## src/hw/rv_isa_pkg.sv

```systemverilog
package rv_isa_pkg;

    // Major opcodes, instruction bits [6:0]
    typedef enum logic [6:0] {
        OPC_OP     = 7'b0110011,
        OPC_OP_IMM = 7'b0010011,
        OPC_LUI    = 7'b0110111,
        OPC_AUIPC  = 7'b0010111,
        OPC_JAL    = 7'b1101111,
        OPC_JALR   = 7'b1100111,
        OPC_BRANCH = 7'b1100011,
        OPC_LOAD   = 7'b0000011,
        OPC_STORE  = 7'b0100011
    } opcode_e;

    typedef enum logic [3:0] {
        ALU_ADD, ALU_SUB, ALU_AND, ALU_OR, ALU_XOR, ALU_SLL,
        ALU_SRL, ALU_SRA, ALU_SLT, ALU_SLTU, ALU_COPY_B
    } alu_op_e;

    // Branch conditions
    localparam logic [2:0] FUNCT3_BEQ  = 3'b000;
    localparam logic [2:0] FUNCT3_BNE  = 3'b001;
    localparam logic [2:0] FUNCT3_BLT  = 3'b100;
    localparam logic [2:0] FUNCT3_BGE  = 3'b101;
    localparam logic [2:0] FUNCT3_BLTU = 3'b110;
    localparam logic [2:0] FUNCT3_BGEU = 3'b111;

    // Arithmetic and logic ops
    localparam logic [2:0] FUNCT3_ADD  = 3'b000;
    localparam logic [2:0] FUNCT3_SLL  = 3'b001;
    localparam logic [2:0] FUNCT3_SLT  = 3'b010;
    localparam logic [2:0] FUNCT3_SLTU = 3'b011;
    localparam logic [2:0] FUNCT3_XOR  = 3'b100;
    localparam logic [2:0] FUNCT3_SR   = 3'b101;
    localparam logic [2:0] FUNCT3_OR   = 3'b110;
    localparam logic [2:0] FUNCT3_AND  = 3'b111;

    // Selects sub and sra
    localparam logic [6:0] FUNCT7_ALT = 7'b0100000;

    // addi x0, x0, 0
    localparam logic [31:0] NOP_INSTR = 32'h0000_0013;

endpackage

```

## src/hw/core_pkg.sv

```systemverilog
package core_pkg;

    localparam int XLEN = 32;
    localparam int REG_AWIDTH = 5;
    localparam logic [XLEN-1:0] RESET_PC = '0;

    typedef enum logic [1:0] {PC_PLUS4, PC_JAL, PC_X} pc_sel_e;
    typedef enum logic [1:0] {WB_MEM, WB_ALU, WB_LINK} wb_sel_e;
    typedef enum logic [1:0] {FWD_NONE, FWD_X, FWD_WB} fwd_sel_e;

    // All zeros is a bubble
    typedef struct packed {
        rv_isa_pkg::alu_op_e alu_op;
        logic                a_sel_pc;
        logic                b_sel_imm;
        logic                br_un;
        logic                is_branch;
        logic                is_jalr;
        logic                mem_write;
        logic                mem_read;
        logic                reg_wen;
        wb_sel_e             wb_sel;
        logic [2:0]          funct3;
    } ctrl_t;

    typedef struct packed {
        logic [XLEN-1:0]       pc;
        logic [XLEN-1:0]       rs1_data;
        logic [XLEN-1:0]       rs2_data;
        logic [XLEN-1:0]       imm;
        ctrl_t                 ctrl;
        logic [REG_AWIDTH-1:0] rd;
        logic [REG_AWIDTH-1:0] rs1;
        logic [REG_AWIDTH-1:0] rs2;
    } id_x_t;

    typedef struct packed {
        logic [XLEN-1:0]       pc;
        logic [XLEN-1:0]       alu_res;
        ctrl_t                 ctrl;
        logic [REG_AWIDTH-1:0] rd;
    } x_wb_t;

endpackage

```

## src/hw/control_decoder.sv

```systemverilog
`timescale 1ns/1ps

module control_decoder (
    input  logic [31:0]     instr,
    output core_pkg::ctrl_t ctrl,
    output logic [31:0]     imm
);
    import rv_isa_pkg::*;
    import core_pkg::*;

    opcode_e    opcode;
    logic [2:0] funct3;
    logic [6:0] funct7;
    alu_op_e    alu_fn;
    logic [31:0] imm_i;
    logic [31:0] imm_s;
    logic [31:0] imm_b;
    logic [31:0] imm_u;
    logic [31:0] imm_j;

    assign opcode = opcode_e'(instr[6:0]);
    assign funct3 = instr[14:12];
    assign funct7 = instr[31:25];

    assign imm_i = {{20{instr[31]}}, instr[31:20]};
    assign imm_s = {{20{instr[31]}}, instr[31:25], instr[11:7]};
    assign imm_b = {{19{instr[31]}}, instr[31], instr[7], instr[30:25], instr[11:8], 1'b0};
    assign imm_u = {instr[31:12], 12'b0};
    assign imm_j = {{11{instr[31]}}, instr[31], instr[19:12], instr[20], instr[30:21], 1'b0};

    // Shared by register and immediate forms; only the register form has sub
    always_comb begin
        case (funct3)
            FUNCT3_ADD: begin
                if (opcode == OPC_OP && funct7 == FUNCT7_ALT) alu_fn = ALU_SUB;
                else alu_fn = ALU_ADD;
            end
            FUNCT3_SR: begin
                if (funct7 == FUNCT7_ALT) alu_fn = ALU_SRA;
                else alu_fn = ALU_SRL;
            end
            FUNCT3_SLL:  alu_fn = ALU_SLL;
            FUNCT3_SLT:  alu_fn = ALU_SLT;
            FUNCT3_SLTU: alu_fn = ALU_SLTU;
            FUNCT3_XOR:  alu_fn = ALU_XOR;
            FUNCT3_OR:   alu_fn = ALU_OR;
            default:     alu_fn = ALU_AND;
        endcase
    end

    always_comb begin
        ctrl = '0;
        imm = '0;
        case (opcode)
            OPC_OP: begin
                ctrl.alu_op = alu_fn;
                ctrl.reg_wen = 1'b1;
                ctrl.wb_sel = WB_ALU;
            end
            OPC_OP_IMM: begin
                ctrl.alu_op = alu_fn;
                ctrl.b_sel_imm = 1'b1;
                ctrl.reg_wen = 1'b1;
                ctrl.wb_sel = WB_ALU;
                imm = imm_i;
            end
            OPC_LUI, OPC_AUIPC: begin
                ctrl.alu_op = (opcode == OPC_LUI) ? ALU_COPY_B : ALU_ADD;
                ctrl.a_sel_pc = 1'b1;
                ctrl.b_sel_imm = 1'b1;
                ctrl.reg_wen = 1'b1;
                ctrl.wb_sel = WB_ALU;
                imm = imm_u;
            end
            OPC_JAL: begin
                // Redirect happens in ID, X only writes the link
                ctrl.reg_wen = 1'b1;
                ctrl.wb_sel = WB_LINK;
                imm = imm_j;
            end
            OPC_JALR: begin
                ctrl.alu_op = ALU_ADD;
                ctrl.b_sel_imm = 1'b1;
                ctrl.is_jalr = 1'b1;
                ctrl.reg_wen = 1'b1;
                ctrl.wb_sel = WB_LINK;
                imm = imm_i;
            end
            OPC_BRANCH: begin
                ctrl.alu_op = ALU_ADD;
                ctrl.a_sel_pc = 1'b1;
                ctrl.b_sel_imm = 1'b1;
                ctrl.is_branch = 1'b1;
                ctrl.br_un = funct3[1];
                ctrl.funct3 = funct3;
                imm = imm_b;
            end
            OPC_LOAD: begin
                ctrl.alu_op = ALU_ADD;
                ctrl.b_sel_imm = 1'b1;
                ctrl.mem_read = 1'b1;
                ctrl.reg_wen = 1'b1;
                ctrl.wb_sel = WB_MEM;
                imm = imm_i;
            end
            OPC_STORE: begin
                ctrl.alu_op = ALU_ADD;
                ctrl.b_sel_imm = 1'b1;
                ctrl.mem_write = 1'b1;
                imm = imm_s;
            end
            default: begin
                ctrl = '0;
            end
        endcase
    end

endmodule

```

## src/hw/reg_file.sv

```systemverilog
`timescale 1ns/1ps

module reg_file (
    input  logic                            clk,
    input  logic [core_pkg::REG_AWIDTH-1:0] ra1,
    input  logic [core_pkg::REG_AWIDTH-1:0] ra2,
    output logic [core_pkg::XLEN-1:0]       rd1,
    output logic [core_pkg::XLEN-1:0]       rd2,
    input  logic [core_pkg::REG_AWIDTH-1:0] wa,
    input  logic [core_pkg::XLEN-1:0]       wd,
    input  logic                            we
);
    import core_pkg::*;

    logic [XLEN-1:0] regs [2**REG_AWIDTH];

    always_ff @(posedge clk) begin
        if (we && wa != '0) begin
            regs[wa] <= wd;
        end
    end

    // x0 is hardwired
    assign rd1 = (ra1 == '0) ? '0 : regs[ra1];
    assign rd2 = (ra2 == '0) ? '0 : regs[ra2];

endmodule

```

## src/hw/forward_unit.sv

```systemverilog
`timescale 1ns/1ps

module forward_unit (
    input  logic [core_pkg::REG_AWIDTH-1:0] rs1_id,
    input  logic [core_pkg::REG_AWIDTH-1:0] rs2_id,
    input  logic [core_pkg::REG_AWIDTH-1:0] rs1_x,
    input  logic [core_pkg::REG_AWIDTH-1:0] rs2_x,
    input  logic [core_pkg::REG_AWIDTH-1:0] rd_x,
    input  logic [core_pkg::REG_AWIDTH-1:0] rd_wb,
    input  logic                            wen_x,
    input  logic                            wen_wb,
    input  logic                            mem_read_x,
    output core_pkg::fwd_sel_e              fwd_id_a,
    output core_pkg::fwd_sel_e              fwd_id_b,
    output core_pkg::fwd_sel_e              fwd_x_a,
    output core_pkg::fwd_sel_e              fwd_x_b
);
    import core_pkg::*;

    logic x_hit;
    logic wb_hit;

    // Load data is not ready while the load sits in X
    assign x_hit = wen_x && !mem_read_x && rd_x != '0;
    assign wb_hit = wen_wb && rd_wb != '0;

    always_comb begin
        fwd_id_a = FWD_NONE;
        fwd_id_b = FWD_NONE;
        fwd_x_a = FWD_NONE;
        fwd_x_b = FWD_NONE;
        // Youngest producer first
        if (x_hit && rd_x == rs1_id) fwd_id_a = FWD_X;
        else if (wb_hit && rd_wb == rs1_id) fwd_id_a = FWD_WB;
        if (x_hit && rd_x == rs2_id) fwd_id_b = FWD_X;
        else if (wb_hit && rd_wb == rs2_id) fwd_id_b = FWD_WB;
        if (wb_hit && rd_wb == rs1_x) fwd_x_a = FWD_WB;
        if (wb_hit && rd_wb == rs2_x) fwd_x_b = FWD_WB;
    end

endmodule

```

## src/hw/alu.sv

```systemverilog
`timescale 1ns/1ps

module alu (
    input  logic [core_pkg::XLEN-1:0] a,
    input  logic [core_pkg::XLEN-1:0] b,
    input  rv_isa_pkg::alu_op_e       op,
    output logic [core_pkg::XLEN-1:0] res
);
    import rv_isa_pkg::*;
    import core_pkg::*;

    logic [4:0] shamt;

    assign shamt = b[4:0];

    always_comb begin
        case (op)
            ALU_ADD:    res = a + b;
            ALU_SUB:    res = a - b;
            ALU_AND:    res = a & b;
            ALU_OR:     res = a | b;
            ALU_XOR:    res = a ^ b;
            ALU_SLL:    res = a << shamt;
            ALU_SRL:    res = a >> shamt;
            ALU_SRA:    res = $signed(a) >>> shamt;
            ALU_SLT:    res = ($signed(a) < $signed(b)) ? XLEN'(1) : '0;
            ALU_SLTU:   res = (a < b) ? XLEN'(1) : '0;
            ALU_COPY_B: res = b;
            default:    res = '0;
        endcase
    end

endmodule

```

## src/hw/execute_stage.sv

```systemverilog
`timescale 1ns/1ps

module execute_stage (
    input  core_pkg::id_x_t           id_x,
    input  logic [core_pkg::XLEN-1:0] wb_res,
    input  core_pkg::fwd_sel_e        fwd_a,
    input  core_pkg::fwd_sel_e        fwd_b,
    input  logic                      kill,
    output core_pkg::pc_sel_e         pc_sel,
    output logic [core_pkg::XLEN-1:0] target,
    output core_pkg::x_wb_t           x_wb,
    output logic [core_pkg::XLEN-1:0] alu_res,
    output logic [core_pkg::XLEN-1:0] dmem_addr,
    output logic [core_pkg::XLEN-1:0] dmem_wdata,
    output logic                      dmem_we,
    output logic                      dmem_re
);
    import rv_isa_pkg::*;
    import core_pkg::*;

    ctrl_t           ctrl;
    logic [XLEN-1:0] rs1_val;
    logic [XLEN-1:0] rs2_val;
    logic [XLEN-1:0] op_a;
    logic [XLEN-1:0] op_b;
    logic [XLEN-1:0] alu_out;
    logic            br_eq;
    logic            br_lt;
    logic            br_taken;

    // Wrong-path instruction becomes a bubble
    assign ctrl = kill ? '0 : id_x.ctrl;

    // Anything newer than WB was already forwarded in ID
    assign rs1_val = (fwd_a == FWD_WB) ? wb_res : id_x.rs1_data;
    assign rs2_val = (fwd_b == FWD_WB) ? wb_res : id_x.rs2_data;
    assign op_a = ctrl.a_sel_pc ? id_x.pc : rs1_val;
    assign op_b = ctrl.b_sel_imm ? id_x.imm : rs2_val;

    alu alu0 (
        .a   (op_a),
        .b   (op_b),
        .op  (ctrl.alu_op),
        .res (alu_out)
    );

    ////////////////////
    // Branch and redirect
    ////////////////////
    assign br_eq = (rs1_val == rs2_val);
    assign br_lt = ctrl.br_un ? (rs1_val < rs2_val) : ($signed(rs1_val) < $signed(rs2_val));

    always_comb begin
        case (ctrl.funct3)
            FUNCT3_BEQ:              br_taken = br_eq;
            FUNCT3_BNE:              br_taken = !br_eq;
            FUNCT3_BLT, FUNCT3_BLTU: br_taken = br_lt;
            FUNCT3_BGE, FUNCT3_BGEU: br_taken = !br_lt;
            default:                 br_taken = 1'b0;
        endcase
    end

    always_comb begin
        if (ctrl.is_jalr || (ctrl.is_branch && br_taken)) pc_sel = PC_X;
        else pc_sel = PC_PLUS4;
    end

    assign target = ctrl.is_jalr ? {alu_out[XLEN-1:1], 1'b0} : alu_out;

    // Value seen by ID forwarding, link for jumps
    assign alu_res = (ctrl.wb_sel == WB_LINK) ? id_x.pc + XLEN'(4) : alu_out;
    assign x_wb = '{pc: id_x.pc, alu_res: alu_res, ctrl: ctrl, rd: id_x.rd};

    assign dmem_addr = alu_out;
    assign dmem_wdata = rs2_val;
    assign dmem_we = ctrl.mem_write;
    assign dmem_re = ctrl.mem_read;

endmodule

```

## src/hw/riscv_core.sv

```systemverilog
`timescale 1ns/1ps

module riscv_core (
    input  logic                      clk,
    input  logic                      rst,
    output logic [core_pkg::XLEN-1:0] imem_addr,
    input  logic [core_pkg::XLEN-1:0] imem_rdata,
    output logic [core_pkg::XLEN-1:0] dmem_addr,
    output logic [core_pkg::XLEN-1:0] dmem_wdata,
    output logic                      dmem_we,
    output logic                      dmem_re,
    input  logic [core_pkg::XLEN-1:0] dmem_rdata
);
    import rv_isa_pkg::*;
    import core_pkg::*;

    logic [XLEN-1:0] pc_if;
    logic [XLEN-1:0] pc_next;
    logic [XLEN-1:0] pc_id;
    pc_sel_e         pc_sel;
    pc_sel_e         x_pc_sel;
    logic [XLEN-1:0] x_target;
    logic            id_valid;
    logic            kill_jal_q;
    logic            redirect_q;
    logic            jal_id;
    logic [XLEN-1:0] instr_id;
    ctrl_t           ctrl_id;
    logic [XLEN-1:0] imm_id;
    logic [XLEN-1:0] rf_rd1;
    logic [XLEN-1:0] rf_rd2;
    fwd_sel_e        fwd_id_a;
    fwd_sel_e        fwd_id_b;
    fwd_sel_e        fwd_x_a;
    fwd_sel_e        fwd_x_b;
    logic [XLEN-1:0] x_res;
    logic [XLEN-1:0] wb_res;
    id_x_t           id_x_d;
    id_x_t           id_x_q;
    x_wb_t           x_wb_d;
    x_wb_t           x_wb_q;

    function automatic logic [XLEN-1:0] fwd_mux(fwd_sel_e sel, logic [XLEN-1:0] rf_val,
                                                logic [XLEN-1:0] x_val,
                                                logic [XLEN-1:0] wb_val);
        case (sel)
            FWD_X:   return x_val;
            FWD_WB:  return wb_val;
            default: return rf_val;
        endcase
    endfunction

    ////////////////////
    // Fetch
    ////////////////////
    assign imem_addr = pc_if;

    // X redirect wins over a JAL in ID
    always_comb begin
        if (x_pc_sel == PC_X) pc_sel = PC_X;
        else if (jal_id) pc_sel = PC_JAL;
        else pc_sel = PC_PLUS4;
        case (pc_sel)
            PC_JAL:  pc_next = pc_id + imm_id;
            PC_X:    pc_next = x_target;
            default: pc_next = pc_if + XLEN'(4);
        endcase
    end

    always_ff @(posedge clk) begin
        if (rst) begin
            pc_if <= RESET_PC;
            id_valid <= 1'b0;
            kill_jal_q <= 1'b0;
            redirect_q <= 1'b0;
        end else begin
            pc_if <= pc_next;
            id_valid <= 1'b1;
            kill_jal_q <= (pc_sel == PC_JAL);
            redirect_q <= (pc_sel == PC_X);
        end
    end

    always_ff @(posedge clk) begin
        pc_id <= pc_if;
    end

    ////////////////////
    // Decode
    ////////////////////
    assign instr_id = (!id_valid || kill_jal_q || redirect_q) ? NOP_INSTR : imem_rdata;
    assign jal_id = (opcode_e'(instr_id[6:0]) == OPC_JAL);

    control_decoder dec0 (
        .instr (instr_id),
        .ctrl  (ctrl_id),
        .imm   (imm_id)
    );

    reg_file rf0 (
        .clk (clk),
        .ra1 (instr_id[19:15]),
        .ra2 (instr_id[24:20]),
        .rd1 (rf_rd1),
        .rd2 (rf_rd2),
        .wa  (x_wb_q.rd),
        .wd  (wb_res),
        .we  (x_wb_q.ctrl.reg_wen)
    );

    // X-side hazard info comes after the kill
    forward_unit fwd0 (
        .rs1_id     (instr_id[19:15]),
        .rs2_id     (instr_id[24:20]),
        .rs1_x      (id_x_q.rs1),
        .rs2_x      (id_x_q.rs2),
        .rd_x       (x_wb_d.rd),
        .rd_wb      (x_wb_q.rd),
        .wen_x      (x_wb_d.ctrl.reg_wen),
        .wen_wb     (x_wb_q.ctrl.reg_wen),
        .mem_read_x (x_wb_d.ctrl.mem_read),
        .fwd_id_a   (fwd_id_a),
        .fwd_id_b   (fwd_id_b),
        .fwd_x_a    (fwd_x_a),
        .fwd_x_b    (fwd_x_b)
    );

    assign id_x_d = '{
        pc:       pc_id,
        rs1_data: fwd_mux(fwd_id_a, rf_rd1, x_res, wb_res),
        rs2_data: fwd_mux(fwd_id_b, rf_rd2, x_res, wb_res),
        imm:      imm_id,
        ctrl:     ctrl_id,
        rd:       instr_id[11:7],
        rs1:      instr_id[19:15],
        rs2:      instr_id[24:20]
    };

    ////////////////////
    // Execute
    ////////////////////
    execute_stage ex0 (
        .id_x       (id_x_q),
        .wb_res     (wb_res),
        .fwd_a      (fwd_x_a),
        .fwd_b      (fwd_x_b),
        .kill       (redirect_q),
        .pc_sel     (x_pc_sel),
        .target     (x_target),
        .x_wb       (x_wb_d),
        .alu_res    (x_res),
        .dmem_addr  (dmem_addr),
        .dmem_wdata (dmem_wdata),
        .dmem_we    (dmem_we),
        .dmem_re    (dmem_re)
    );

    always_ff @(posedge clk) begin
        if (rst) begin
            id_x_q <= '0;
            x_wb_q <= '0;
        end else begin
            id_x_q <= id_x_d;
            x_wb_q <= x_wb_d;
        end
    end

    ////////////////////
    // Write-back
    ////////////////////
    always_comb begin
        case (x_wb_q.ctrl.wb_sel)
            WB_ALU:  wb_res = x_wb_q.alu_res;
            WB_LINK: wb_res = x_wb_q.pc + XLEN'(4);
            default: wb_res = dmem_rdata;
        endcase
    end

endmodule

```

## config.mk

```make
export PLATFORM = sky130hd
export DESIGN_NAME = riscv_core
export DESIGN_NICKNAME = d
export VERILOG_FILES = /design/src/hw/rv_isa_pkg.sv /design/src/hw/core_pkg.sv /design/src/hw/control_decoder.sv /design/src/hw/reg_file.sv /design/src/hw/forward_unit.sv /design/src/hw/alu.sv /design/src/hw/execute_stage.sv /design/src/hw/riscv_core.sv
export SDC_FILE = /design/constraint.sdc
export NUM_CORES = 2
export LEC_CHECK = 0
export BUFFER_PORTS_ARGS = -buffer_cell sky130_fd_sc_hd__clkbuf_2
export CAP_MARGIN = 20
export CORE_ASPECT_RATIO = 0.6
export CORE_MARGIN = 2
export CORE_UTILIZATION = 50
export CTS_BUF_LIST = sky130_fd_sc_hd__clkbuf_16
export DETAILED_ROUTE_END_ITERATION = 12
export PLACE_DENSITY = 0.66
export SLEW_MARGIN = 20
export SYNTH_ARGS = -nofsm -noshare
export SYNTH_HDL_FRONTEND = slang
export SYNTH_HIERARCHICAL = 1
export SYNTH_SLANG_ARGS = --single-unit
```

## constraint.sdc

```tcl
create_clock -name clk -period 9.65 [get_ports clk]
set_input_delay 0.965 -clock clk [delete_from_list [all_inputs] [get_ports clk]]
set_output_delay 0.965 -clock clk [all_outputs]
set_load 0.05 [all_outputs]
```

==> results.ini <==
[final_layout]
nNetsFinal = 6342
stdcell_count = 8227
area_growth_syn_to_layout_pct = 8.99
final_cell_area_um2 = 82100
drive_gt1_share_pct = 19.3
fillers = 12600

[power]
powerDensity_nw_per_um2 = 177
ir_drop_mv = 0.175
p_leak_nw = 28.5
p_total_w = 0.0145

[timing]
min_period_ns = 9.40
setup_viol = 0
max_freq_ghz = 0.106
final_max_slew_viol_count = 0
setup_tns_ns = 0
finalCritPeriodShare_pct = 97.4
rsz0062_at_grt = no
hold_slack_ns = 0.391
worst_slew_pin_slew_ns = 1.28
slew_headroom_pct = 14.3
hold_violations = 0
fin_skew_ns = 0.0761

[grt]
first_global_vias = 54300
grt_pass1_wl_um = 428000
grt_overflow_total = 0
antenna_found_initial = 17
grt_usage_pct = 39.3
grt_max_degree = 124

[worst_setup_path]
reg2reg_from = x_wb_q[56]$_SDFF_PP0_
worst-endpoint-arrival_ns = 8.43
crit_family = compound AO/OA/AOI/OAI gates
r2r_end = imem_addr[30]$_SDFF_PP0_
cp_slowest_cell = inv_1
critPathBufInv = 5
max_stage_delay_ns = 0.78
critPathMaxFanout = 34
crit_chain = nand4_1 -> nor4_4 -> nand3_1 -> xnor2_1 -> a221o_1 -> o21ai_0 -> inv_1 -> mux2i_1 -> a21oi_1 -> inv_1 -> ha_1 -> inv_1 -> nor3_1 -> buf_4 -> and3_1 -> nand2_1 -> o2111a_1 -> a211o_1 -> o21ai_1 -> xnor2_1 -> o221ai_1 -> clkbuf_2
path_common_cell = inv_1
cp-start-kind = flop
reg2reg_depth = 23
r2r_setup_slack_ns = 1.11
worstSetupEndpointType = output port
crit_required_ns = 8.69
worstSetupPathType = flop to output port

[worst_hold_path]
min_path_cells = 0
hold_end = pc_id[31]$_DFF_P_
hold_class = flop to flop
worstHoldStart = imem_addr[31]$_SDFF_PP0_

[placed_design]
port_buffers = 163
place.gp.congestion = 1.09
place_inst = 7994
dpl-instance-area_um2 = 78000
place_hpwl_um = 210000

[die]
rows = 110
die_x_um = 505
core_region_area_um2 = 150000
initial_core_util_pct = 50.3
die_area_um2 = 154000
die_h_um = 305
io_pins = 164

[run_status]
status = complete, no violations

[cts]
post_cts_resized = 0
ctsRootBufferMaster = clkbuf_16
hold_buffers = 0
clock_sinks = 1323
cts_buffers = 119
cts_tree = done
cts_buffer_depth = 3
cts_setup_buffers = 0
clkLatencyLatePin_ns = 0.82
clk_pin_slew_ns = 0.07
htreeDepth = 3

[routing]
vias = 59100
antenna_left = 0
dr.first_iter.drc_count = 10600
viasPerCell = 7.18
wl_per_cell_um = 37.7
route.detailed.drc = 0
first_pass_iters = 8
drt-total-wl_um = 310000

[logic_synthesis]
synthCells = 6126
ys.warnings.count = 6
synth.avg_cell_area_um2 = 12.3
synth_area_um2 = 75300

[run]
maxCapViolCount = 0

[metrics by stage]
step / utilization [%] / setup WS, ns
2_1_floorplan: - / 1.36
3_3_place_gp: 52.1 / 1.58
3_5_place_dp: 52.1 / 1.43
4_1_cts: 54.8 / 0.661
5_1_grt: 54.8 / 0.0857
6_report: 54.8 / 0.251
[per-layer routing]
layer | GRT usage, % | wire, um | vias up
met3 | 17.7 | 54700 | 575
met2 | 48.4 | 114000 | 4985
met4 | 10.6 | 9680 | 16
met1 | 60.9 | 131000 | 29800
li1 | - | - | 23700
met5 | 0.895 | 276 | -
[power breakdown]
part	leakage, nW	switching (W)	total, W	internal (W)
logic	14.8	0.00232	0.00326	0.000937
registers	11.7	0.0000394	0.00627	0.00623
clock network	2.04	0.00227	0.00496	0.00269
[how the worst max path moves through the flow]
stage,startpoint,endpoint,slack [ns],cells after the start
2_1_floorplan,x_wb_q[8]$_SDFF_PP0_,dmem_addr[24],1.36,20
6_report,x_wb_q[65]$_SDFF_PP0_,dmem_addr[28],0.25,22
3_3_place_gp,x_wb_q[67]$_SDFF_PP0_,dmem_addr[28],1.58,22
4_1_cts,x_wb_q[65]$_SDFF_PP0_,dmem_addr[28],0.66,22
3_5_place_dp,x_wb_q[67]$_SDFF_PP0_,dmem_addr[28],1.43,22
5_1_grt,x_wb_q[65]$_SDFF_PP0_,dmem_addr[28],0.09,22
[worst register-to-register path: cells and delay by family (launching register included)]
| kind | cells | cell delay [ns] |
|---|---|---|
| and+or+nand+nor | 9 | 2.81 |
| buffers and inverters | 4 | 1.69 |
| muxes | 1 | 0.43 |
| adders and majority gates | 2 | 0.70 |
| AOI/OAI and AO/OA | 6 | 2.07 |
| DFF | 1 | 0.42 |
| xor gates and xnor gates | 1 | 0.30 |
[cells in the final DEF, fill, tap and decap left out, drive strengths merged, types with 20 or more instances in the layout]
cell type,instances
mux2i,411
a211oi,107
dfxtp,299
mux4,381
nand3,81
conb,35
a311oi,40
o221ai,77
o21bai,20
o21ai,246
nor2,457
a221oi,111
nor2b,252
xnor2,75
a22o,26
clkinv,61
inv,209
clkbuf,281
nand4,80
buf,217
nor3,76
xor2,55
nand2b,31
a21oi,278
nand2,279
and3,49
edfxtp,1024
mux2,120
o22ai,33
o211ai,33
nor4,22
a31oi,27
ha,173
and2,53
a22oi,138
a21o,57
[flip-flops by register name (all words and copies together), names as in the netlist]
name,count
rf0/regs,1024
id_x_q,160
x_wb_q,72
imem_addr,32
pc_id,32
id_valid,1
kill_jal_q,1
redirect_q,1
[area by class of cell]
type,count,area (um^2),area share [%]
clock inverters,106,1060,1.29
repair buffers,379,2510,3.06
flip-flops and latches,1323,36700,44.8
multi-input cells,4091,35500,43.3
inverters,186,699,0.852
clock buffers,119,2980,3.63
well taps,2016,2520,3.07
diodes,7,17.5,0.0213
Note: power is estimated with default switching activity, not from simulation.
